$ cat src/source/FetchTypes.sv
//--------------------------------------------------------------------------
// Address and page types for instruction address translation.
// Virtual and physical addresses are both 32 bits with 4 KiB pages, so
// the page number is 20 bits on either side of the TLB.
//--------------------------------------------------------------------------
`default_nettype none

package FetchTypes;

    localparam int addrWidth = 32;

    // 4 KiB pages
    localparam int pageOffsetWidth = 12;

    localparam int pageNumberWidth = addrWidth - pageOffsetWidth;

    typedef logic [addrWidth-1:0] VirtAddr;
    typedef logic [addrWidth-1:0] PhysAddr;

    typedef logic [pageNumberWidth-1:0] VirtPage;
    typedef logic [pageNumberWidth-1:0] PhysPage;

endpackage

`default_nettype wire

$ cat src/source/TlbHitMerge.sv
//--------------------------------------------------------------------------
// AND-OR merge of the per-entry TLB results, purely combinational.
// Assumes at most one entry matches; a double mapping ORs two pages.
//--------------------------------------------------------------------------
`timescale 1ns/1ns
`default_nettype none

module TlbHitMerge #(
    parameter int tlbEntries = 4
) (
    input  logic                                 [tlbEntries-1:0] match,
    input  FetchTypes::PhysPage [tlbEntries-1:0]                  physPages,
    input  logic                                 [tlbEntries-1:0] execs,
    output logic                                                  hit,
    output FetchTypes::PhysPage                                   physPage,
    output logic                                                  exec
);
    import FetchTypes::*;

    always_comb begin
        hit      = |match;
        physPage = '0;
        exec     = 1'b0;
        for (int i = 0; i < tlbEntries; i++) begin
            physPage = physPage | (physPages[i] & {$bits(PhysPage){match[i]}});
            exec     = exec | (execs[i] & match[i]);
        end
    end

    // Two matches mean software mapped the same page twice
    always_comb begin
        assert ($isunknown(match) || $onehot0(match))
            else $error("TlbHitMerge: several entries match %b", match);
    end

endmodule

`default_nettype wire

$ cat config.mk
export PLATFORM = sky130hd
export DESIGN_NAME = TlbHitMerge
export DESIGN_NICKNAME = d
export VERILOG_FILES = /design/src/source/FetchTypes.sv /design/src/source/TlbHitMerge.sv
export SDC_FILE = /design/constraint.sdc
export NUM_CORES = 1
export LEC_CHECK = 0
export BUFFER_PORTS_ARGS = -buffer_cell sky130_fd_sc_hd__buf_2
export CAP_MARGIN = 20
export CORE_UTILIZATION = 24
export DETAILED_ROUTE_END_ITERATION = 10
export PLACE_DENSITY = 0.93
export SYNTH_ARGS = -nofsm -noshare
export SYNTH_HDL_FRONTEND = slang
export SYNTH_SLANG_ARGS = --single-unit
$ cat constraint.sdc
create_clock -name vclk -period 1.1
set_clock_uncertainty 0.05 [all_clocks]
set_input_delay 0.11 -clock vclk [all_inputs]
set_output_delay 0.11 -clock vclk [all_outputs]
set_load 0.03 [all_outputs]
# After elaboration in Yosys (flattened, before gate mapping)
# Index checks and enable logic that the tools add are counted.
[classes]
addsub = 0
multipliers = 0
div = 0
order_cmp = 0
n_eq_ne = 0
n_shift = 0
n_mux = 0
bitwise = 14
reduce_logical = 1
[ops]
columns = ["cell", "count"]
rows = [
  ["bitwise AND 20 bit", 4],
  ["bitwise OR 20 bit", 3],
  ["bitwise AND 1 bit", 4],
  ["OR reduction 4 bit", 1],
  ["bitwise OR 1 bit", 3],
]
[totals]
reg_bits = 0
latchBits = 0
ramBits = 0
romBits = 0
inputBits = 88
word_cells = 15
memories = 0

# Depth between registers and ports, before layout
[logic_depth]
depth_word = 4
ltp_mapped = 3

# Worst setup path after synthesis
# OpenSTA, ideal clock, no wires.
[synth_path]
path_kind = "input -> output"
startpoint = "in match[0]"
endpoint = "out hit"
arrival_ns = 0.796
required_time_ns = 0.940
slack_ns = 0.144
cell_stages = 1
n_path_buf = 0
path_cell_list = "or4_1"
[synth_via]
elab_chain_len = 1
[synth_rtl]
columns = ["element", "line_no", "rtl"]
rows = [
  ["from (decl)", "TlbHitMerge.sv:11", "input logic [tlbEntries-1:0] match,"],
  ["OR reduction 4 bit", "TlbHitMerge.sv:21", "hit = |match;"],
  ["to (decl)", "TlbHitMerge.sv:14", "output logic hit,"],
]
# Every way passes these cells.

# Final worst setup path
# Ends and elaborated chain as after synthesis.

==> metrics.csv <==
metric,value,unit
CP max-delay cell,or4_1,
Initial Util,25.6,%
number of port buffers,110,
seq_cells,0,
kind of end point of the critical path,output port,
Max-Cap Viols,0,
hold_sp,match[0],
Rows,15,
CP top delay family,simple AND/OR/NAND/NOR gates,
maximum VDD drop,223,uV
critical-path cell list,"buf_2, or4_1, buf_6",
Post-DRT Antenna Nets,0,
Fillers,175,
Overflow after GRT,0,
iteration-0 DRC count of the detailed router,27,
Place WS,30.6,ps
pin count of the biggest net entering global routing,22,
met1 GRT Util,22.2,%
DIE WIDTH,44.9,um
WL final,2.51,mm
"Avg Cell Area, Syn",6.13,sq um
Worst-Margin Slew,222,ps
LEAKAGE,0.611,nW
worst hold path endpoint,hit,
Worst Path Buf+Inv,2,
Mapped Nets,160,
GRT Util Overall,21.2,%
Via-to-Cell Ratio,4.98,
Post-route DRC,0,
RSZ-0062 raised after global routing,no,
Setup WS post-layout,37.6,ps
min-delay worst type,in2out,
Post-Synthesis Cells,72,
via count,1015,
Synth top area share,71.4,%
first-pass GRT wire length,3.35,mm
"area leader, netlist",a22oi_1,
data arrival time of the worst path,900,ps
post-placement cell count,204,
drt pass-1 iters,4,
worst endpoint required time,940,ps
Crit path largest cell delay,530,ps
Setup TNS,0,ps
Ys Warns,0,
ANT cells,0,
post-route insts no fill,204,
share of cells above drive strength 1,65.4,%
Worst slew margin,85.2,%
CLK BUF,0,
Final Hold Vio Count,0,
Area growth syn-to-layout,135,%
Finished Cell Area,1040,sq um
Fmax,941,MHz
status,"finished, final reports clean",
Die H,44.9,um
startpoint types,input pin,
synth top area cells,"a22oi_1 71%, nand2_1 18%, buf_2 9.1%, or4_1 1.7%",
Final Core Density,60.1,%
Tmin final,1060,ps
Nets,269,
Hold Path Stages,3,
routed wire length per instance,12.3,um
Area after DPL,1020,sq um
period utilization,96.6,%
GRT met2 Usage,42.9,%
gpl congestion,0.798,
Power Density,521,nW/um^2
synthesized cell area,442,sq um
Storage cell area,0,sq um
Core ar.,1730,sq um
final setup vio count,0,
kind of critical path,in2out,
vias in the first global route,806,
"Slew Viols, Final",0,
Global Route met3 Usage,4.00,%
initial antenna violation count,0,
I/O pin count,110,
post-synthesis cell type count,4,
gr busiest metal,met2,
die area,2020,sq um
worst-path fanout max,2,
"Seq/Total Area, Yosys",0,%
[worst max path at each step]
stage | start | endpoint | depth (start not counted)
final | match[0] | hit | 3
after global routing | match[0] | physPage[18] | 5
after detailed placement | match[0] | hit | 3
after floorplan | match[0] | hit | 1
after global placement | match[0] | hit | 3
after CTS | match[0] | hit | 3
[synth_stat cells]
| master | count |
|---|---|
| nand2_1 | 21 |
| or4_1 | 1 |
| a22oi_1 | 42 |
| buf_2 | 8 |
[metrics by stage]
step / total power, mW / hold slack (ps)
3_3_place_gp: 0.527 / 524
6_report: 0.541 / 492
4_1_cts: 0.535 / 525
5_1_grt: 0.584 / 522
3_5_place_dp: 0.534 / 526
2_1_floorplan: 0.291 / 416
[layer usage]
| metal | up-vias | wire length (um) | share of wire (%) |
|---|---|---|---|
| met1 | 467 | 923 | 37 |
| li1 | 508 | - | - |
| met5 | - | 0 | 0 |
| met3 | 0 | 225 | 9.0 |
| met4 | 0 | 0 | 0 |
| met2 | 40 | 1360 | 54 |
[worst min-delay path, delay by kind of cell]
family | cells | cell delay [ps]
AND/OR/NAND/NOR | 1 | 110
buffers and inverters | 2 | 210
[final cells by class]
| cell class | instances | area, sq um | area share (%) |
|---|---|---|---|
| Tap cell | 25 | 31.3 | 3.02 |
| Multi-Input combinational cell | 64 | 412 | 39.7 |
| Timing Repair Buffer | 115 | 594 | 57.3 |
[where the power goes]
group	switching [mW]	internal (mW)	total, mW
Clock	0	0	0
Sequential	0	0	0
Combinational	0.303	0.238	0.541
Total	0.303	0.238	0.541
[timing repair]
item	4_1_cts	5_1_grt
resized for setup	0	5
setup buffers	0	0
endpoints found under the setup margin	0	2
hold buffers	0	0
[placed cells by master (no fill, tap or decap)]
cell / count
a22oi_2: 2
buf_2: 109
nand2_1: 21
buf_6: 1
buf_4: 5
or4_1: 1
a22oi_1: 40
[cell families (layout without fill, tap and decap cells)]
kind of cell / Yosys count / after routing / share of synthesized area (%)
AOI/OAI and AO/OA: 42 / 42 / 71.4
buffers and inverters: 8 / 115 / 9.07
and+or+nand+nor: 22 / 22 / 19.5
Power figures use the tool's default switching activity.
