===== src/source/TlbAllocator.sv =====
//--------------------------------------------------------------------------
// Round-robin victim selection for software TLB writes.
// No check is made for a page that is already mapped, so software must
// not write the same virtual page twice without an invalidate between.
//--------------------------------------------------------------------------
`timescale 1ns/1ns
`default_nettype none

module TlbAllocator #(
    parameter int tlbEntries = 4
) (
    input  logic                  clk,
    input  logic                  rst,
    input  logic                  tlbWrite,
    input  logic                  invalidateTlb,
    output logic [tlbEntries-1:0] entryWrite,
    output logic                  entryClear
);
    localparam int pointerWidth = $clog2(tlbEntries);

    logic [pointerWidth-1:0] victim;

    // Start over from slot 0 once the TLB is cleared
    always_ff @(posedge clk) begin
        if (rst || invalidateTlb) begin
            victim <= '0;
        end else if (tlbWrite) begin
            if (victim == pointerWidth'(tlbEntries - 1)) begin
                victim <= '0;
            end else begin
                victim <= victim + 1'b1;
            end
        end
    end

    always_comb begin
        for (int i = 0; i < tlbEntries; i++) begin
            entryWrite[i] = tlbWrite && (victim == pointerWidth'(i));
        end
        entryClear = invalidateTlb;
    end

    // Every write must land in exactly one existing slot
    assert property (@(posedge clk) disable iff (rst) tlbWrite |-> $onehot(entryWrite))
        else $error("TlbAllocator: write strobe not one-hot %b", entryWrite);

endmodule

`default_nettype wire


===== config.mk =====
export PLATFORM = sky130hd
export DESIGN_NAME = TlbAllocator
export DESIGN_NICKNAME = d
export VERILOG_FILES = /design/src/source/TlbAllocator.sv
export SDC_FILE = /design/constraint.sdc
export NUM_CORES = 1
export LEC_CHECK = 0
export BUFFER_PORTS_ARGS = -buffer_cell sky130_fd_sc_hd__buf_2
export CAP_MARGIN = 20
export CORE_AREA = 5 5 42 44
export CTS_CLUSTER_DIAMETER = 30
export DETAILED_ROUTE_END_ITERATION = 10
export DIE_AREA = 0 0 47 49
export MAX_ROUTING_LAYER = met4
export SLEW_MARGIN = 20
export SYNTH_ARGS = -nofsm -noshare
export SYNTH_HDL_FRONTEND = slang
export SYNTH_SLANG_ARGS = --single-unit

===== constraint.sdc =====
create_clock -name clk -period 1.2 [get_ports clk]
set_input_delay 0.18 -clock clk [delete_from_list [all_inputs] [get_ports clk]]
set_output_delay 0.18 -clock clk [all_outputs]
set_load 0.03 [all_outputs]

# Word-level counts from Yosys, hierarchy flattened
# Index checks and enable logic that the tools add are counted.
# Widths: inputs -> output; s select.
op_classes:
  add_sub_neg: 1
  reduce_logical: 6
  muxes: 1
  eq_ne: 3
op_table:
  columns: ["operator", "count"]
  rows:
  - ["$eq 2x2->1 const B", 2]
  - ["$logic_and 1x1->1", 4]
  - ["$add 2x1->2 const B", 1]
  - ["$eq 2x1->1 const B", 1]
  - ["$logic_not 2->1", 1]
  - ["$mux 2", 1]
  - ["$logic_or 1x1->1", 1]
word_totals:
  register_bits: 2
  elab_cells: 12
  output_inout_bits: 5
  in_bits: 4

# Depth between registers and ports, before layout
depth:
  word_depth: 2
  ltp_mapped: 4
  depth_no_buf: 4

# Worst setup path after synthesis
# Ideal clock, no wire load.
synth_timing:
  path_type: "register -> register"
  start: "register victim[0]"
  end: "register victim[0]"
  n_path_buf: 0
  setup_ps: 79
  path_stages_with_launch: 4
  period_less_slack_ps: 1106
  arrival_ps: 1027
  slack_ps: 94
  t_required_ps: 1121
  path_cell_list: "dfxtp_1 ha_1 or3b_1 a211oi_2"
synth_between:
  elab_chain_cells: 2
  elab_cells_between_ends: 3
  classes_between: "add/sub (1); eq/ne (1); mux (1)"
synth_lines:
  columns: ["element", "line", "rtl"]
  rows:
  - ["from (decl)", "21", "logic [pointerWidth-1:0] victim;"]
  - ["from (signal assigned)", "31", "victim <= victim + 1'b1;"]
  - ["$add 2x1->2 / $eq 2x2->1 (equally long branches)", "31, 28", null]
  - ["$mux 2 *", "28", "if (victim == pointerWidth'(tlbEntries - 1)) begin"]
# Mark *: on every way between the ends. The rest lies on a longest branch, timed or not.
# A chain may end at the register's enable or synchronous reset.

# Worst setup path in the final report
layout_timing:
  start: "register victim[0]"
  end: "output entryWrite[2]"
layout_between:
  elab_chain_cells: 2
layout_lines:
  columns: ["element", "line", "rtl"]
  rows:
  - ["$eq 2x2->1", "38", "entryWrite[i] = tlbWrite && (victim == pointerWidth'(i));"]
  - ["$logic_and 1x1->1", "38", null]
  - ["to (decl)", "16", "output logic [tlbEntries-1:0] entryWrite,"]
# No other way between the ends.

==> results.md <==
- Die ar.: roughly 2300 µm²
- Max-slew violations: 0
- Final-stage net count: 39
- Drt drc: 0
- Number of synthesized register bits: 2
- Final wirelength: 370 µm
- F_max: approximately 0.82 GHz
- Warning count from the yosys run: 0
- Area added between synthesis and finish: 78.3%
- Slew margin rel.: 0.894
- Number of vias in the routed layout: between 150 and 200
- Initial DRC count: 1
- Status: complete, but fails checks
- Netlist cell types: 10
- CP Class: reg2out
- Final core occ: 0.220
- # rows: 14
- Slew @ Worst Pin: 155 ps
- Ant diodes: 0
- First-pass GRT wire length: between 600 and 700 µm
- Commonest non-fill, non-tap cells in the layout: ha_2, buf_2, buf_6
- Fin Hold WS: between 100 and 150 ps
- Final setup fails: 4
- CP endpoint kind: primary output
- RSZ-0062 raised after global routing: yes
- CP Data Arrival Time: ~1000 ps
- CTS H-tree lvls: 1
- Synth top area share: 0.290
- CTS max path bufs: 2
- Largest net degree at the start of global routing: 8
- Final cycle utilization of the critical path: 1.02
- Total congestion overflow: 0
- 1st-pass router iterations: 3
- Initial Util: 0.123
- CP Launch Type: flop
- Largest register by flop count: victim
- Fraction of final layout cells with drive strength greater than 1: 0.862
- Root buf cell: clkbuf_4
- Hold WC Path Type: in2reg
- Max FFs per register: 2
- IO Pins: 9
- Post-DP HPWL: a little under 300 µm
- CTS clock-pin slew for the worst setup and hold paths: 30 ps
- Register area share after synthesis: 0.232
- IO buf count: 8
- Clock skew: about 0.67 ps
- CP Data Required Time: between 1000 and 1500 ps
- Horiz. Die Dim: 47 µm
- Hold buffer count at CTS: 0
- Max Cap Viol: 0
- GRT Total Usage: 0.0439
- Mapped Cells: 18
- Setup WS post-layout: -24.1 ps
- Core Region: ~1400 µm²
- Total power: roughly 0.00027 W
- Top Registers: victim: 2 flops
- Gp weighted congestion: just under 0.6
- Number of vias per cell: 3.58
- Vias in the first global route: 171
- Syn Area/Cell: about 9.6 µm²
- Initial antenna violation count: 0
- Post-DR wirelength/cell: 8.22 µm
- Die height: between 40 and 50 µm
- TritonCTS clock tree: yes
- Ranking of synthesized cells by area: ha_1, dfxtp_1, and2_1, a211oi_2, mux2i_1
- CTS buffer count: 3
- Netlist Area Pre-Place: approximately 170 µm²
- Clk_lat worst skew: around 220 ps
- Post-DP Area: 225 µm²
- Crit-path max FO: 4
- Clock period minus worst slack: roughly 1200 ps
- Remaining antenna violation count: 0
- Failing checks: negative setup slack
- DP Cell Count: between 40 and 50
- Lkg Pwr: roughly 0.13 nW
- Area leader, netlist: ha_1
- Final instance area: between 300 and 400 µm²
- Layout Cells excl Fill: 45
- Final hold vios: 0
- Net Count, Synth: 26
- VDD IR max: approximately 0.00027 V
- Clk sink count: 2
- Pwr dens: about 870 nW/µm²
[layout make-up]
cell class | count | area, µm²
multi-input cells | 13 | 138
clock buffers | 3 | 22.5
flip-flops and latches | 2 | 47.5
well taps | 16 | 20.0
inverters | 2 | 7.51
fillers | 168 | 1090
repair buffers | 9 | 72.6
[metal layers]
metal | up-vias | track usage | part of all wire
li1 | 79 | - | -
met2 | 8 | 0.0543 | 0.49
met5 | - | - | 0
met1 | 74 | 0.0479 | 0.35
met3 | 0 | 0.0111 | 0.16
met4 | 0 | 0.0553 | 0
[critical path, stage by stage, from the launching register on]
cell and delay (ps):
dfxtp_4 350, inv_2 40, ha_2 150, and2_4 150
buf_6 130
[power breakdown]
group          internal (W)  switching [W]  total [W]
logic             0.0000267      0.0000263  0.0000530
registers         0.0000662     0.00000272  0.0000690
clock network      0.000110      0.0000349   0.000145
total              0.000203      0.0000640   0.000267
[kinds of logic after synthesis]
logic type | count (synthesis) | synth area share
and+or+nand+nor | 7 | 0.261
adders and majority gates | 4 | 0.290
buffers and inverters | 3 | 0.0870
DFF | 2 | 0.232
AOI/OAI and AO/OA | 1 | 0.0725
muxes | 1 | 0.0580
[through the flow]
| stage | setup WS [ps] | TNS (ps) |
|---|---|---|
| detailed placement | 29.5 | 0 |
| global placement | 55.0 | 0 |
| floorplan | 94.0 | 0 |
| CTS | -46.6 | -157 |
| finish | -24.1 | -62.4 |
| global route | -71.3 | -253 |
[cell usage after synthesis, drive strengths merged]
library cell,instances
and2,4
ha,4
dfxtp,2
inv,2
a211oi,1
buf,1
mux2i,1
nand2b,1
nor3,1
or3b,1
[timing repair]
action | 4_1_cts | 5_1_grt
setup buffers | 1 | 0
resized for setup | 19 | 3
endpoints found under the hold margin | 0 | 0
cloned | 0 | 0
pin swaps | 3 | 0
endpoints found under the setup margin | 4 | 5
[final timing paths]
path | from | to | slack [ps] | cells after the start
worst max register to register | victim[0] | victim[0] | 60 | 3
worst max-delay path | victim[0] | entryWrite[2] | -20 | 4
worst min register to register | victim[1] | victim[1] | 600 | 2
worst min-delay path | rst | victim[0] | 120 | 2
Note: power is estimated with default switching activity, not from simulation.
