$ cat config.mk
export PLATFORM = sky130hd
export DESIGN_NAME = TlbEntry
export DESIGN_NICKNAME = d
export VERILOG_FILES = /design/src/source/FetchTypes.sv /design/src/source/TlbEntry.sv
export SDC_FILE = /design/constraint.sdc
export NUM_CORES = 1
export LEC_CHECK = 0
export BUFFER_PORTS_ARGS = -buffer_cell sky130_fd_sc_hd__buf_2
export CORE_MARGIN = 5
export CORE_UTILIZATION = 42
export DETAILED_ROUTE_END_ITERATION = 10
export GPL_ROUTABILITY_DRIVEN = 0
export PLACE_DENSITY = 0.83
export SYNTH_ARGS = -nofsm -noshare
export SYNTH_HDL_FRONTEND = slang
export SYNTH_SLANG_ARGS = --single-unit
$ cat constraint.sdc
create_clock -name clk -period 1.55 [get_ports clk]
set_input_delay 0.155 -clock clk [delete_from_list [all_inputs] [get_ports clk]]
set_output_delay 0.155 -clock clk [all_outputs]
set_load 0.005 [all_outputs]
$ cat src/source/FetchTypes.sv
//--------------------------------------------------------------------------
// Address and page types for instruction address translation.
// Virtual and physical addresses are both 32 bits with 4 KiB pages, so
// the page number is 20 bits on either side of the TLB.
//--------------------------------------------------------------------------
`default_nettype none

package FetchTypes;

    localparam int addrWidth = 32;

    // 4 KiB pages
    localparam int pageOffsetWidth = 12;

    localparam int pageNumberWidth = addrWidth - pageOffsetWidth;

    typedef logic [addrWidth-1:0] VirtAddr;
    typedef logic [addrWidth-1:0] PhysAddr;

    typedef logic [pageNumberWidth-1:0] VirtPage;
    typedef logic [pageNumberWidth-1:0] PhysPage;

endpackage

`default_nettype wire

$ cat src/source/TlbEntry.sv
//--------------------------------------------------------------------------
// Single fully associative TLB slot.
// Clear wins over a write in the same cycle. Only the valid bit is reset,
// the stored pages are undefined until the first write.
//--------------------------------------------------------------------------
`timescale 1ns/1ns
`default_nettype none

module TlbEntry (
    input  logic                clk,
    input  logic                rst,
    input  logic                write,
    input  logic                clear,
    input  FetchTypes::VirtPage writeVirt,
    input  FetchTypes::PhysPage writePhys,
    input  logic                writeExec,
    input  FetchTypes::VirtPage lookupPage,
    output logic                match,
    output FetchTypes::PhysPage physPage,
    output logic                exec
);
    import FetchTypes::*;

    logic    valid;
    VirtPage virtPage;

    always_ff @(posedge clk) begin
        if (rst || clear) begin
            valid <= 1'b0;
        end else if (write) begin
            valid <= 1'b1;
        end
    end

    always_ff @(posedge clk) begin
        if (write) begin
            virtPage <= writeVirt;
            physPage <= writePhys;
            exec     <= writeExec;
        end
    end

    assign match = valid && (virtPage == lookupPage);

endmodule

`default_nettype wire

**Word level (Yosys, flattened, before mapping)**

Cells that the tools add are included.

- Flip-flop bits (word level): 42
- Input port bits: 65
- Output and inout bits: 22
- Word-level logic and storage cells: 7

- Equality and inequality tests: 1
- Reduce and logical (&&, ||, !) cells: 2

Operators by type and width:

| kind | count |
|---|---|
| $eq 20x20->1 | 1 |
| $logic_and 1x1->1 | 1 |
| $logic_or 1x1->1 | 1 |

**Longest topological paths before layout**

- Depth in word-level cells: 2
- Mapped depth: 4
- Gate-level depth less buffers: 4

**Least setup slack after synthesis**

Ideal clock, no wire load.

- Kind: register to output
- From: register virtPage[19]
- To: output port match
- Arrival time: 1.117 ns
- Required time: 1.395 ns
- Slack: 0.278 ns
- Cell stages (with the launch flop): 5
- Path buffers: 0
- Cells stage by stage: edfxtp_1 > xor2_1 > nor4_1 > nand4_1 > nor4_2

- Longest elaborated chain between the ends: 2

Ends and longest elaborated chain:

| item | RTL line | RTL |
|---|---|---|
| from (decl) | TlbEntry.sv:25 | `VirtPage virtPage;` |
| from (signal assigned) | TlbEntry.sv:37 | `virtPage <= writeVirt;` |
| $eq 20x20->1 | TlbEntry.sv:43 | `assign match = valid && (virtPage == lookupPage);` |
| $logic_and 1x1->1 | TlbEntry.sv:43 |  |
| to (decl) | TlbEntry.sv:18 | `output logic match,` |

Every way passes these cells.

**Final worst setup path**

- From: register virtPage[9]
- To: output port match

Same word-level chain as after synthesis.

==> qor.csv <==
stage,metric,value,unit
logic_synthesis,synth-async-reset-ratio,0,
timing,clock_skew,0,ns
logic_synthesis,yosysSeqAreaShare,0.843,
logic_synthesis,synthAdderAreaFrac,0,
placement,port_buffers,86,
logic_synthesis,synthSimpleGateAreaFrac,0.0388,
cts,clockBufferDepth,2,
status,outcome,"complete, but fails checks",
logic_synthesis,muxShareOfSynthArea,0,
worst_hold_path,hold_start,write,
cts,clk_latency,0.32,ns
timing,finalHoldViolations,0,
logic_synthesis,ys_types,10,
pwr,p_per_area,871,nW/um^2
worst_setup_path,end_kind,primary output,
cts,cts_sinks,42,
timing,tightest_slew,0.299,ns
floorplanning,die_h,69.4,um
logic_synthesis,synthFlopType,edfxtp_1,
grt,antenna_found_initial,0,
timing,fin_crit,1.85,ns
cts,numCtsBuffers,5,
logic_synthesis,ys_top_cells_by_area,"edfxtp_1, xnor2_1, xor2_1",
cts,h-tree-depth,2,
floorplanning,rows,21,
floorplanning,core,3390,sq um
finish,fin_nets,274,
cts,cts_setup_buffers,0,
routing,drt-vias-per-instance,4.44,
logic_synthesis,avgSynthCellArea,20.9,sq um
worst_setup_path,crit_arrival,1.69,ns
finish,area_growth_syn_to_layout,66.3,%
floorplanning,die_w,69.4,um
timing,relSlewSlack,0.800,
worst_setup_path,path_max_fanout,1,
flow_run,cap_violations,0,
logic_synthesis,yosys_warnings,0,
worst_setup_path,worstPathRequired,1.39,ns
logic_synthesis,syn_nets,136,
timing,rsz0062_at_grt,true,
logic_synthesis,synth_top_area_cell,edfxtp_1,
logic_synthesis,synthCells,71,
routing,drtAntennaViolNets,0,
grt,grt_pass1_vias,1274,
pwr,ir_drop,577,uV
timing,fmax,0.541,GHz
routing,drc,0,
cts,cts_tree,done,
logic_synthesis,synth_edf_count,41,
grt,overflow,0,
worst_setup_path,start_kind,register,
worst_setup_path,critical_path_class,register to primary output,
routing,wl,3520,um
worst_setup_path,crit_start,virtPage[9],
grt,grt_pass1_wl,5780,um
timing,setup-violations-final,1,
timing,final.period_utilization,1.19,
routing,dr.pass1.iters,4,
routing,wl_per_cell,13.7,um
floorplanning,dieArea,4820,sq um
finish,diodes,0,
logic_synthesis,yosysMostFrequentCell,edfxtp_1,
logic_synthesis,synth_top_area_frac,0.830,
grt,track_usage,0.154,
timing,whs,0.299,ns
logic_synthesis,synth-seq-cells,42,
logic_synthesis,synthesis.area,1480,sq um
timing,slew_viol_final,0,
routing,drt-initial-drc-count,23,
pwr,total_leakage_power,0.00103,uW
logic_synthesis,synth_top_family_by_area,XOR/XNOR gates,
finish,drive_gt1_frac,0.452,
timing,worst_slack,-0.297,ns
grt,grt_max_degree,26,
floorplanning,io_pins,87,
worst_setup_path,r2r_start,valid,
logic_synthesis,yosys-top-cells-count,"edfxtp_1, xnor2_1, xor2_1",
logic_synthesis,synth-compound-area-share,0,
worst_hold_path,hold_class,primary input to register,
cts,path_clk_slew,0.10,ns
status,failed_checks,setup timing,
logic_synthesis,synth_xor_area_frac,0.118,
timing,tns,-0.297,ns
cts,cts-root-buf,clkbuf_4,
floorplanning,initial_core_util,0.438,
routing,vias,1136,
placed cells by master, fill, tap and decap left out, drive strengths merged:
| cell type | n |
|---|---|
| clkinv | 2 |
| clkbuf | 6 |
| buf | 88 |
| xnor2 | 12 |
| nor4 | 3 |
| nand4 | 3 |
| nand3 | 1 |
| dfxtp | 1 |
| nor3 | 1 |
| nor2 | 1 |
| xor2 | 8 |
| edfxtp | 41 |
| dlygate4sd3 | 43 |
logic make-up (layout without fill, tap and decap cells):
family / count (synthesis) / in the layout
DFF: 42 / 42
buffers and inverters: 0 / 139
and+or+nand+nor: 9 / 9
xor gates and xnor gates: 20 / 20
per-stage QoR:
step                area [sq um]  setup WS (ns)  total power [uW]  instances   util
detailed placement          1990         0.0996              1620        205  0.586
global placement            1990          0.162              1600        205  0.586
CTS                         2470         -0.259              2180        256  0.728
global route                2470         -0.433              2270        256  0.728
floorplan                   1480          0.278              1460         71      -
finish                      2470         -0.297              2150        256  0.728
path summary, 6_finish.rpt:
check / cells past startpoint / endpoint / slack (ns)
setup reg to reg: 3 / valid / 0.42
setup / recovery: 5 / match / -0.30
hold / removal: 2 / physPage[5] / 0.30
hold reg to reg: 3 / valid / 1.07
where the power goes:
| part | switching (uW) | total, uW | internal (uW) |
|---|---|---|---|
| clock | 302 | 473 | 171 |
| sequential | 29.3 | 1370 | 1340 |
| combinational | 107 | 303 | 196 |
sequential cells by signal, indices dropped and copies added, names as in the netlist:
name / flops
virtPage: 20
physPage: 20
valid: 1
exec: 1
what timing repair did:
action,4_1_cts,5_1_grt
gates resized for setup,0,0
pin swaps,5,0
hold buffers,43,0
setup endpoints to repair,1,1
endpoints found under the hold margin,42,0
critical path, cell delays in order, from the launching register on:
cell and delay [ns]:
edfxtp_1 0.39, xor2_1 0.15, nor4_1 0.29, nand3_1 0.14, nor4_2 0.23, buf_2 0.15
per-layer routing:
metal,wire length [um],global-route usage
met5,0,0
met2,1910,0.282
met4,16,0.0390
met3,316,0.0681
met1,1270,0.158
cell type report:
class / count / area (sq um)
flip-flops and latches: 42 / 1250
fillers: 241 / 922
well taps: 46 / 57.6
multi-input cells: 29 / 233
repair buffers: 131 / 876
clock inverters: 2 / 8.76
clock buffers: 6 / 41.3
No activity file was read; power rests on OpenSTA's default activity.
