$ cat config.mk
export PLATFORM = sky130hd
export DESIGN_NAME = ICacheRefill
export DESIGN_NICKNAME = d
export VERILOG_FILES = /design/src/source/CacheTypes.sv /design/src/source/FetchTypes.sv /design/src/source/ICacheRefill.sv
export SDC_FILE = /design/constraint.sdc
export NUM_CORES = 1
export LEC_CHECK = 0
export BUFFER_PORTS_ARGS = -buffer_cell sky130_fd_sc_hd__buf_2
export CAP_MARGIN = 15
export CORE_AREA = 2 2 134 136
export CTS_CLUSTER_DIAMETER = 120
export DETAILED_ROUTE_END_ITERATION = 12
export DIE_AREA = 0 0 136 138
export PLACE_DENSITY = 0.46
export RECOVER_POWER = 25
export SETUP_SLACK_MARGIN = 0.3
export SYNTH_ARGS = -nofsm -noshare
export SYNTH_HDL_FRONTEND = slang
export SYNTH_SLANG_ARGS = --single-unit
$ cat constraint.sdc
create_clock -name clk -period 0.9 [get_ports clk]
set_input_delay 0.18 -clock clk [delete_from_list [all_inputs] [get_ports clk]]
set_output_delay 0.18 -clock clk [all_outputs]
set_load 0.005 [all_outputs]
$ cat src/source/CacheTypes.sv
//--------------------------------------------------------------------------
// Geometry of the direct-mapped instruction cache: 64 lines of 16 bytes.
// Index and line offset together must fit inside the 12-bit page offset,
// since the array is indexed before translation finishes.
//--------------------------------------------------------------------------
`default_nettype none

package CacheTypes;

    localparam int lineBytes = 16;
    localparam int lineOffsetWidth = $clog2(lineBytes);
    localparam int indexWidth = 6;

    // Physical address is 32 bits
    localparam int lineAddrWidth = 32 - lineOffsetWidth;
    localparam int tagWidth = lineAddrWidth - indexWidth;

    typedef logic [indexWidth-1:0] CacheIndex;
    typedef logic [tagWidth-1:0] CacheTag;
    typedef logic [lineBytes*8-1:0] CacheLine;
    typedef logic [lineAddrWidth-1:0] LineAddr;

endpackage

`default_nettype wire

$ cat src/source/FetchTypes.sv
//--------------------------------------------------------------------------
// Address and page types for instruction address translation.
// Virtual and physical addresses are both 32 bits with 4 KiB pages, so
// the page number is 20 bits on either side of the TLB.
//--------------------------------------------------------------------------
`default_nettype none

package FetchTypes;

    localparam int addrWidth = 32;

    // 4 KiB pages
    localparam int pageOffsetWidth = 12;

    localparam int pageNumberWidth = addrWidth - pageOffsetWidth;

    typedef logic [addrWidth-1:0] VirtAddr;
    typedef logic [addrWidth-1:0] PhysAddr;

    typedef logic [pageNumberWidth-1:0] VirtPage;
    typedef logic [pageNumberWidth-1:0] PhysPage;

endpackage

`default_nettype wire

$ cat src/source/ICacheRefill.sv
//--------------------------------------------------------------------------
// Line refill from memory for one cache miss at a time.
// The request is a level held with a steady address until the grant
// pulse; the line on memReadLine is taken in the grant cycle.
//--------------------------------------------------------------------------
`timescale 1ns/1ns
`default_nettype none

module ICacheRefill (
    input  logic                  clk,
    input  logic                  rst,
    input  logic                  start,
    input  CacheTypes::LineAddr   missAddr,
    output logic                  memReadReq,
    output FetchTypes::PhysAddr   memAddr,
    input  logic                  memReadGrant,
    input  CacheTypes::CacheLine  memReadLine,
    output logic                  writeEnable,
    output CacheTypes::CacheIndex writeIndex,
    output CacheTypes::CacheTag   writeTag,
    output CacheTypes::CacheLine  writeLine,
    output logic                  done
);
    import CacheTypes::*;

    logic    busy;
    LineAddr lineAddr;

    always_ff @(posedge clk) begin
        if (rst) begin
            busy <= 1'b0;
        end else if (start) begin
            busy <= 1'b1;
        end else if (memReadGrant) begin
            busy <= 1'b0;
        end
    end

    always_ff @(posedge clk) begin
        if (start) begin
            lineAddr <= missAddr;
        end
    end

    always_comb begin
        memReadReq  = busy;
        memAddr     = {lineAddr, {lineOffsetWidth{1'b0}}};
        // Line goes straight into the array in the grant cycle
        writeEnable = busy && memReadGrant;
        writeIndex  = lineAddr[indexWidth-1:0];
        writeTag    = lineAddr[$bits(LineAddr)-1:indexWidth];
        writeLine   = memReadLine;
        done        = busy && memReadGrant;
    end

    assert property (@(posedge clk) disable iff (rst)
        memReadReq && !memReadGrant |=> memReadReq && $stable(memAddr))
        else $error("ICacheRefill: request dropped or address changed before grant");

    assert property (@(posedge clk) disable iff (rst) memReadGrant |-> memReadReq)
        else $error("ICacheRefill: grant without a pending request");

endmodule

`default_nettype wire

After elaboration in Yosys (flattened, before gate mapping). Cells that the tools add are included.

Register bits: 29. Bits of input ports: 160. Logic and storage cells: 6.

Multiplexer cells: 2. Reductions and logical operators: 2.

Operators by type and width (number): two-way mux 1 bit (2); nonzero test 2 bit (1); logical AND 1 bit (1).

Logic depth before layout (Yosys ltp). Gate-level depths: netlist of run 1.

Word-level depth: 2. Gate-level depth with buffers: 2. Gate-level depth less buffers: 2.

Worst setup path after synthesis of run 1. Ideal clock, no wire load.

Path kind: register to output. Start: register busy, in the netlist memReadReq. End: output port writeEnable. Arrival: 0.611 ns. Slack: 0.109 ns. Stages on the path, launching flop included: 3. Path buffers: 1. Cells stage by stage: dfxtp_1 > and2_2 > buf_4.

Word-level cells in the longest chain between the ends: 1.

Ends and longest elaborated chain: from (decl) (line ICacheRefill.sv:26) `logic busy;`; from (signal assigned) (line ICacheRefill.sv:31) `busy <= 1'b0;`; from (signal assigned) (line ICacheRefill.sv:33) `busy <= 1'b1;`; from (signal assigned) (line ICacheRefill.sv:35) `busy <= 1'b0;`; logical AND 1 bit; to (decl) (line ICacheRefill.sv:18) `output logic writeEnable,`.

Every way passes these cells.

Worst setup path after layout of run 1.
Start: register lineAddr[8]. End: output port memAddr[12].

RTL lines: from (decl) (line ICacheRefill.sv:27) `LineAddr lineAddr;`; from (signal assigned) (line ICacheRefill.sv:41) `lineAddr <= missAddr;`; to (decl) (line ICacheRefill.sv:15) `output FetchTypes::PhysAddr memAddr,`.

No word-level cell between the ends.

==> results.sh, run 1 <==
export IMPL_firstDrtPassIters=4
export IMPL_slowest_stage="edfxtp_1"
export IMPL_fin_cells=366
export IMPL_reg2reg_to="memReadReq$_SDFFE_PP0P_"
export IMPL_p_total_mw=3.53
export IMPL_rsz0062_at_grt="true"
export IMPL_crit_type="reg2out"
export IMPL_finalWorstSetupSlack_ns=-0.126
export IMPL_drive_gt1_share_pct=73.0
export IMPL_clk_pin_slew_ns=0.04
export IMPL_cp_max_fo=2
export IMPL_crit_cells=1
export IMPL_vias_per_cell=2.57
export IMPL_ys_flop_type="edfxtp_1"
export IMPL_finalMaxSlewViolations=0
export IMPL_cp_slowest_stage_delay_ns=0.42
export IMPL_rr_worst_depth=3
export IMPL_critPathLaunchType="register"
export IMPL_crit_path_start="lineAddr[8]$_DFFE_PP_"
export IMPL_grt_pass1_vias=884
export IMPL_antenna_found_initial=0
export IMPL_end_kind="output port"
export IMPL_hold_violations=0
export IMPL_fmax_mhz=975
export IMPL_p_leak_nw=0.748
export IMPL_wl_per_cell_um=23.5
export IMPL_status="finished with violations"
export IMPL_numCtsBuffers=5
export IMPL_rrSetupSlack_ns=0.23
export IMPL_yosysMostFrequentCell="buf_4"
export IMPL_finalCritPeriodShare_pct=114
export IMPL_syn_inst=195
export IMPL_p_clk_share_pct=43.0
export IMPL_worst_path_buf_inv=1
export IMPL_synth_area_leaders="buf_4, edfxtp_1, dfxtp_1"
export IMPL_die_area_sq_um=18800
export IMPL_track_usage_pct=8.21
export IMPL_endpoint="memAddr[12]"
export IMPL_dieHeight_um=138
export IMPL_syn_avg_cell_area_sq_um=10.8
export IMPL_drc=0
export IMPL_pwr_share_seq_pct=47.3
export IMPL_vias=941
export IMPL_violations="setup timing"
export IMPL_clock_sinks=29
export IMPL_gp_congestion=0.787
export IMPL_reg2reg_from="memReadReq$_SDFFE_PP0P_"
export IMPL_die_x_um=136
export IMPL_power_frac_comb_pct=9.7
export IMPL_powerDensity_nw_per_um2=1940
export IMPL_synth_async_sr_flop_share_pct=0
export IMPL_ctsHoldBuffers=0
export IMPL_clock_latency_ns=0.27
export IMPL_cts_buffer_depth=2
export IMPL_row_count=49
export IMPL_placed_cells=357
export IMPL_hpwlAfterDp_um=7940
export IMPL_synth_edff_count=28
export IMPL_area_delta_synth_final_pct=-13.4
export IMPL_intPower_mw=2.80
export IMPL_ant_nets=0
export IMPL_ys_ff_latch=29
export IMPL_cp_arrival_ns=0.85
export IMPL_min_period_ns=1.03
export IMPL_setup_viol=58
export IMPL_io_buffers=90
export IMPL_synth_top_cell_area_share_pct=57.6
export IMPL_tns_ns=-4.99
export IMPL_power_switching_mw=0.732
export IMPL_initial_utilization_pct=12.0
export IMPL_synth_commonest_cells="buf_4, edfxtp_1"
export IMPL_max_cap_violations=0
export IMPL_drt_iter0_markers=24
export IMPL_yosysSeqAreaShare_pct=41.0
export IMPL_critPathTopFamily="flip-flops"
export IMPL_ys_warn_count=0
export IMPL_synthesis_area_sq_um=2100
export IMPL_yosys_area_top_type="buf_4"
export IMPL_core_sq_um=17500
export IMPL_p_sw_share_pct=20.8
export IMPL_cts_root_buf="clkbuf_16"
export IMPL_max_vdd_ir_drop_mv=1.13
export IMPL_grt_pass1_wl_um=9830
export IMPL_grt_max_degree=30
export IMPL_synthDistinctLibCells=8
export IMPL_nets=296
export IMPL_io_pins=351
export IMPL_grt_overflow=0
export IMPL_cts_tree="built"
export IMPL_htreeDepth=2
export IMPL_hp_class="in2reg"
export IMPL_cp_data_required_time_ns=0.72
export IMPL_finClkSkew_ns=0
export IMPL_diodes=0
export IMPL_wl_um=8590
export IMPL_cp_cell_sequence="buf_2"
==> logic make-up (layout without fill, tap and decap cells) <==
family / Yosys count / after routing / synth area share, %
compound gates: 1 / 1 / 0.417
flops: 29 / 29 / 41.0
simple gates: 2 / 2 / 0.656
other cells: 1 / 4 / 0.179
buf+inv: 162 / 101 / 57.7
==> final cells by class <==
class                           instances  area, sq um
Fill cell                            2045        15700
Sequential cell                        29          862
Timing Repair Buffer                   92          489
Tap cell                              229          287
Clock buffer                            5          125
Multi-Input combinational cell          7         38.8
Clock inverter                          3         12.5
Inverter                                1         3.75
==> flip-flops by register name, summed over array words and instances (netlist names) <==
name / flops
memReadReq: 1
lineAddr: 28
==> routing by layer <==
metal	share of wire [%]	wire, um	GRT usage [%]
met1	13	1080	2.96
met2	48	4120	14.1
met3	36	3130	12.4
met4	2.3	194	3.67
met5	0.75	64	2.65
==> power groups by stage <==
| stage | clock [mW] | combinational, mW | sequential (mW) |
|---|---|---|---|
| 2_1_floorplan | 0 | 0.637 | 1.69 |
| 3_3_place_gp | 0 | 0.347 | 1.69 |
| 3_5_place_dp | 0 | 0.343 | 1.69 |
| 4_1_cts | 1.55 | 0.345 | 1.67 |
| 5_1_grt | 1.60 | 0.374 | 1.68 |
| 6_report | 1.52 | 0.344 | 1.67 |
==> worst min-delay path by stage <==
stage          start                       to  cells past startpoint  slack (ns)
2_1_floorplan    rst  memReadReq$_SDFFE_PP0P_                      1        0.24
3_3_place_gp     rst  memReadReq$_SDFFE_PP0P_                      2        0.33
3_5_place_dp     rst  memReadReq$_SDFFE_PP0P_                      2        0.34
4_1_cts          rst  memReadReq$_SDFFE_PP0P_                      2        0.05
5_1_grt          rst  memReadReq$_SDFFE_PP0P_                      2        0.07
6_report         rst  memReadReq$_SDFFE_PP0P_                      2        0.06
==> metrics by stage <==
step | util [%] | hold WS [ns] | worst slack [ns] | instance area, sq um
5_1_grt | 10.4 | 0.0654 | -0.148 | 1820
4_1_cts | 10.3 | 0.0531 | -0.140 | 1810
2_1_floorplan | - | 0.235 | 0.156 | 2110
3_5_place_dp | 9.48 | 0.336 | 0.104 | 1660
6_report | 10.4 | 0.0584 | -0.126 | 1820
3_3_place_gp | 9.48 | 0.335 | 0.107 | 1660
==> placed cells by master (no fill, tap or decap) <==
master and instances:
buf_2 87, clkinv_1 2, buf_6 2, edfxtp_1 28, nand2b_1 1, buf_12 1
clkinv_2 1, inv_1 1, clkbuf_16 5, clkbuf_1 1, buf_4 1, conb_1 4
a21oi_2 1, and2_4 1, dfxtp_2 1
==> timing repair <==
| action | CTS | global route |
|---|---|---|
| pin swaps | 0 | 1 |
| setup buffers | 0 | 1 |
| resized for setup | 2 | 0 |
| endpoints found under the setup margin | 59 | 60 |
(Power assumes the default switching activity.)
==> run 2, diff against run 1 <==
- clock period: 0.9 -> 1 ns (I/O delays scaled with it)
==> run 2 against run 1 <==
- the run still ends with setup timing left
- power shrank 6.8%
- sequential power shrank 10%
- critical endpoint is now writeTag[2]
- non-clock buffer count grew 1
- wire length grew 1.6%
==> results.sh, run 2 (synthesis results as in run 1) <==
export IMPL_mostFrequentLayoutCell="buf_2"
export IMPL_area_delta_synth_final_pct=-12.2
export IMPL_reg2reg_to="memReadReq$_SDFFE_PP0P_"
export IMPL_gp_congestion=0.795
export IMPL_nFillCells=2033
export IMPL_hpwlAfterDp_um=7990
export IMPL_finalCritPeriodShare_pct=104
export IMPL_clk_pin_slew_ns=0.05
export IMPL_cp_max_fo=2
export IMPL_multiInputGateArea_sq_um=38.8
export IMPL_end_kind="output port"
export IMPL_cp_data_required_time_ns=0.80
export IMPL_rr_worst_depth=4
export IMPL_numCtsBuffers=5
export IMPL_die_x_um=136
export IMPL_tns_ns=-0.642
export IMPL_io_pins=351
export IMPL_crit_type="reg2out"
export IMPL_vias=957
export IMPL_initial_utilization_pct=12.0
export IMPL_finalMaxSlewViolations=0
export IMPL_hold_violations=0
export IMPL_drive_gt1_share_pct=73.2
export IMPL_io_buffers=90
export IMPL_p_leak_nw=0.758
export IMPL_grt_pass1_wl_um=9810
export IMPL_cts_tree="built"
export IMPL_max_vdd_ir_drop_mv=1.10
export IMPL_die_area_sq_um=18800
export IMPL_regArea_sq_um=862
export IMPL_dieHeight_um=138
export IMPL_cp_cell_sequence="buf_2"
export IMPL_hold_depth=2
export IMPL_grt_pass1_vias=924
export IMPL_finClkSkew_ns=0
export IMPL_antenna_found_initial=0
export IMPL_holdWs_ns=0.0762
export IMPL_cp_arrival_ns=0.84
export IMPL_powerDensity_nw_per_um2=1780
export IMPL_fmax_mhz=960
export IMPL_critPathLaunchType="register"
export IMPL_cts_buffer_depth=2
export IMPL_setup_viol=38
export IMPL_clock_latency_ns=0.27
export IMPL_layout_common_cells="buf_2, edfxtp_1, clkbuf_16"
export IMPL_grt_overflow=0
export IMPL_slowest_stage="edfxtp_1"
export IMPL_finalWorstSetupSlack_ns=-0.0416
export IMPL_clock_sinks=29
export IMPL_grt_max_degree=30
export IMPL_drt_iter0_markers=20
export IMPL_max_cap_violations=0
export IMPL_nets=297
export IMPL_vias_per_cell=2.61
export IMPL_rsz0062_at_grt="true"
export IMPL_wl_per_cell_um=23.8
export IMPL_core_sq_um=17500
export IMPL_hp_class="in2reg"
export IMPL_largest_register_ffs=28
export IMPL_row_count=49
export IMPL_rrSetupSlack_ns=0.20
export IMPL_htreeDepth=2
export IMPL_drc=0
export IMPL_firstDrtPassIters=4
export IMPL_diodes=0
export IMPL_reg2reg_from="memReadReq$_SDFFE_PP0P_"
export IMPL_cts_root_buf="clkbuf_16"
export IMPL_min_from="rst"
export IMPL_hold_path_end="memReadReq$_SDFFE_PP0P_"
export IMPL_worst_path_buf_inv=1
export IMPL_ant_nets=0
export IMPL_status="finished with violations"
export IMPL_min_period_ns=1.04
export IMPL_violations="setup timing"
export IMPL_track_usage_pct=8.23
export IMPL_cp_slowest_stage_delay_ns=0.42
export IMPL_ctsHoldBuffers=0
export IMPL_critPathTopFamily="flip-flops"
export IMPL_dp_slack_ns=0.181
export IMPL_regMostFlops="lineAddr"
export IMPL_wl_um=8730
export IMPL_fin_util_pct=10.5
-- run 2: cell count changes in the layout (fill, tap and decap cells not counted) --
cell	delta
buf_2	-1
buf_6	+2
clkbuf_1	+2
clkbuf_8	+1
clkinv_1	-2
clkinv_2	-1
-- run 2: repair_timing --
action,in CTS,in global routing
setup endpoints to repair,59,60
setup buffers,1,1
gates resized for setup,4,0
-- run 2: area by class of cell --
class                   instances  share of cell area, %
flip-flops and latches         29                   46.7
inverters                       1                  0.204
multi-input cells               7                   2.10
clock buffers                   8                   7.94
well taps                     229                   15.5
repair buffers                 93                   27.5
-- run 2: power breakdown --
part	internal (mW)	total [mW]	switching, mW
Combinational	0.183	0.321	0.138
Clock	0.988	1.46	0.474
Sequential	1.45	1.50	0.0561
-- run 2: per-layer routing --
| metal | track usage, % | share of wire, % | vias to the layer above | wire (um) |
|---|---|---|---|---|
| met2 | 14.1 | 48 | 226 | 4170 |
| met4 | 3.67 | 2.2 | 2 | 191 |
| met3 | 12.2 | 36 | 18 | 3100 |
| met1 | 3.09 | 14 | 380 | 1200 |
| li1 | - | - | 331 | - |
| met5 | 2.65 | 0.73 | - | 64 |
-- run 2: metrics by stage --
step                cell area (sq um)  cells  power (mW)
detailed placement               1660    357        1.83
finish                           1840    367        3.29
floorplan                        2110    198        2.10
global route                     1840    367        3.39
CTS                              1840    366        3.32
global placement                 1660    357        1.84
-- run 2: how the worst max path moves through the flow --
stage | from | endpoint | slack [ns] | depth (start not counted)
after floorplan | memReadReq$_SDFFE_PP0P_ | writeEnable | 0.24 | 2
after global placement | start | lineAddr[12]$_DFFE_PP_ | 0.19 | 2
after detailed placement | start | lineAddr[9]$_DFFE_PP_ | 0.18 | 2
after CTS | lineAddr[12]$_DFFE_PP_ | memAddr[16] | -0.06 | 1
after global routing | memReadReq$_SDFFE_PP0P_ | done | -0.07 | 2
final | lineAddr[8]$_DFFE_PP_ | writeTag[2] | -0.04 | 1
==> run 3, diff against run 2 <==
- CORE_AREA: 2 2 134 136 -> 2 2 136 138
- CTS_BUF_LIST: unset -> sky130_fd_sc_hd__clkbuf_4 sky130_fd_sc_hd__clkbuf_8
- DIE_AREA: 0 0 136 138 -> 0 0 138 140
- PLACE_DENSITY: 0.46 -> 0.45
==> run 3 against run 2 <==
- sequential share of layout area increased by 0.97 points
- largest power group unchanged
- critical path depth increased by 1
- the flow still finishes with violations (setup timing)
- setup slack got worse by 0.010 ns
- critical path type unchanged
- core utilization decreased by 0.36 points
- sequential cell count unchanged
- maximum frequency decreased by 0.96%
- hold slack got worse by 0.0013 ns
- non-clock buffer count decreased by 1
==> results.sh, run 3 (synthesis results as in run 1) <==
export IMPL_status="finished with violations"
export IMPL_violations="setup timing"
export IMPL_layout_common_cells="buf_2, edfxtp_1, clkbuf_8"
export IMPL_htreeDepth=2
export IMPL_clock_latency_ns=0.27
export IMPL_multiInputGateArea_sq_um=46.3
export IMPL_cp_max_fo=2
export IMPL_dp_slack_ns=0.190
export IMPL_track_usage_pct=8.23
export IMPL_cp_slowest_stage_delay_ns=0.33
export IMPL_wl_um=8700
export IMPL_max_vdd_ir_drop_mv=0.816
export IMPL_gp_congestion=0.788
export IMPL_cp_data_required_time_ns=0.80
export IMPL_intPower_mw=2.39
export IMPL_area_delta_synth_final_pct=-13.9
export IMPL_regArea_sq_um=862
export IMPL_dieHeight_um=140
export IMPL_drive_gt1_share_pct=73.7
export IMPL_finalCritPeriodShare_pct=105
export IMPL_hpwlAfterDp_um=8020
export IMPL_drc=0
export IMPL_cts_tree="built"
export IMPL_crit_type="reg2out"
export IMPL_min_period_ns=1.05
export IMPL_clock_sinks=29
export IMPL_end_kind="output port"
export IMPL_finalInstanceArea_sq_um=1810
export IMPL_io_pins=351
export IMPL_powerDensity_nw_per_um2=1660
export IMPL_cts_buffer_depth=2
export IMPL_pwr_share_seq_pct=49.9
export IMPL_power_switching_mw=0.616
export IMPL_vias=928
export IMPL_fmax_mhz=951
export IMPL_slowest_stage="dfxtp_2"
export IMPL_finClkSkew_ns=0
export IMPL_critPathTopFamily="flip-flops"
export IMPL_p_total_mw=3.00
export IMPL_finalWorstSetupSlack_ns=-0.0517
export IMPL_finalMaxSlewViolations=0
export IMPL_numCtsBuffers=5
export IMPL_hp_class="in2reg"
export IMPL_grt_pass1_vias=939
export IMPL_cp_cell_sequence="and2_4 -> buf_6"
export IMPL_mostFrequentLayoutCell="buf_2"
export IMPL_placed_area_sq_um=1660
export IMPL_ctsHoldBuffers=0
export IMPL_max_cap_violations=0
export IMPL_row_count=49
export IMPL_wl_per_cell_um=23.8
export IMPL_die_x_um=138
export IMPL_clk_pin_slew_ns=0.06
export IMPL_cp_arrival_ns=0.85
export IMPL_holdWs_ns=0.0750
export IMPL_initial_utilization_pct=11.8
export IMPL_p_sw_share_pct=20.5
export IMPL_critPathLaunchType="register"
export IMPL_ant_nets=0
export IMPL_grt_pass1_wl_um=10400
export IMPL_firstDrtPassIters=4
export IMPL_diodes=0
export IMPL_drt_iter0_markers=30
export IMPL_cts_root_buf="clkbuf_8"
export IMPL_vias_per_cell=2.54
export IMPL_nets=296
export IMPL_antenna_found_initial=0
export IMPL_tns_ns=-1.19
export IMPL_die_area_sq_um=19300
export IMPL_worst_path_buf_inv=1
export IMPL_rsz0062_at_grt="true"
export IMPL_regMostFlops="lineAddr"
export IMPL_core_sq_um=17800
export IMPL_hold_violations=0
export IMPL_largest_register_ffs=28
export IMPL_p_leak_nw=0.741
export IMPL_p_clk_share_pct=39.3
export IMPL_grt_max_degree=30
export IMPL_io_buffers=90
export IMPL_grt_overflow=0
export IMPL_power_frac_comb_pct=10.8
export IMPL_nFillCells=2051
export IMPL_setup_viol=55
[run 3: final timing paths]
kind | slack, ns | endpoint | cells after the start | from
worst max-delay path | -0.05 | done | 2 | memReadReq$_SDFFE_PP0P_
worst max register to register | 0.33 | memReadReq$_SDFFE_PP0P_ | 3 | memReadReq$_SDFFE_PP0P_
worst min register to register | 0.57 | memReadReq$_SDFFE_PP0P_ | 3 | memReadReq$_SDFFE_PP0P_
worst min-delay path | 0.07 | memReadReq$_SDFFE_PP0P_ | 2 | rst
[run 3: layer usage]
metal | global-route usage, % | vias to the layer above | part of all wire, %
met3 | 12.8 | 20 | 35
met4 | 4.94 | 0 | 3.5
met5 | 0 | - | 0
met2 | 13.6 | 211 | 48
met1 | 3.10 | 367 | 13
li1 | - | 330 | -
[run 3: power groups by stage]
| stage | combinational, mW | sequential, mW | clock, mW |
|---|---|---|---|
| 6_report | 0.324 | 1.50 | 1.18 |
| 5_1_grt | 0.348 | 1.51 | 1.25 |
| 4_1_cts | 0.323 | 1.50 | 1.21 |
| 3_5_place_dp | 0.311 | 1.52 | 0 |
| 3_3_place_gp | 0.314 | 1.52 | 0 |
| 2_1_floorplan | 0.574 | 1.52 | 0 |
[run 3: repair_timing]
action,4_1_cts,5_1_grt
buffers inserted,1,0
endpoints found under the setup margin,59,60
pin swaps,0,1
gates resized for setup,5,1
[run 3: stage by stage]
step	utilization, %	std cells
6_report	10.2	366
5_1_grt	10.2	366
4_1_cts	10.1	366
3_5_place_dp	9.35	357
3_3_place_gp	9.35	357
2_1_floorplan	-	198
[run 3: area by class of cell]
class,instances,area share [%]
Clock buffer,6,4.22
Clock inverter,2,1.87
Inverter,1,0.208
Multi-Input combinational cell,7,2.56
Sequential cell,29,47.7
Tap cell,229,15.9
Timing Repair Buffer,92,27.6
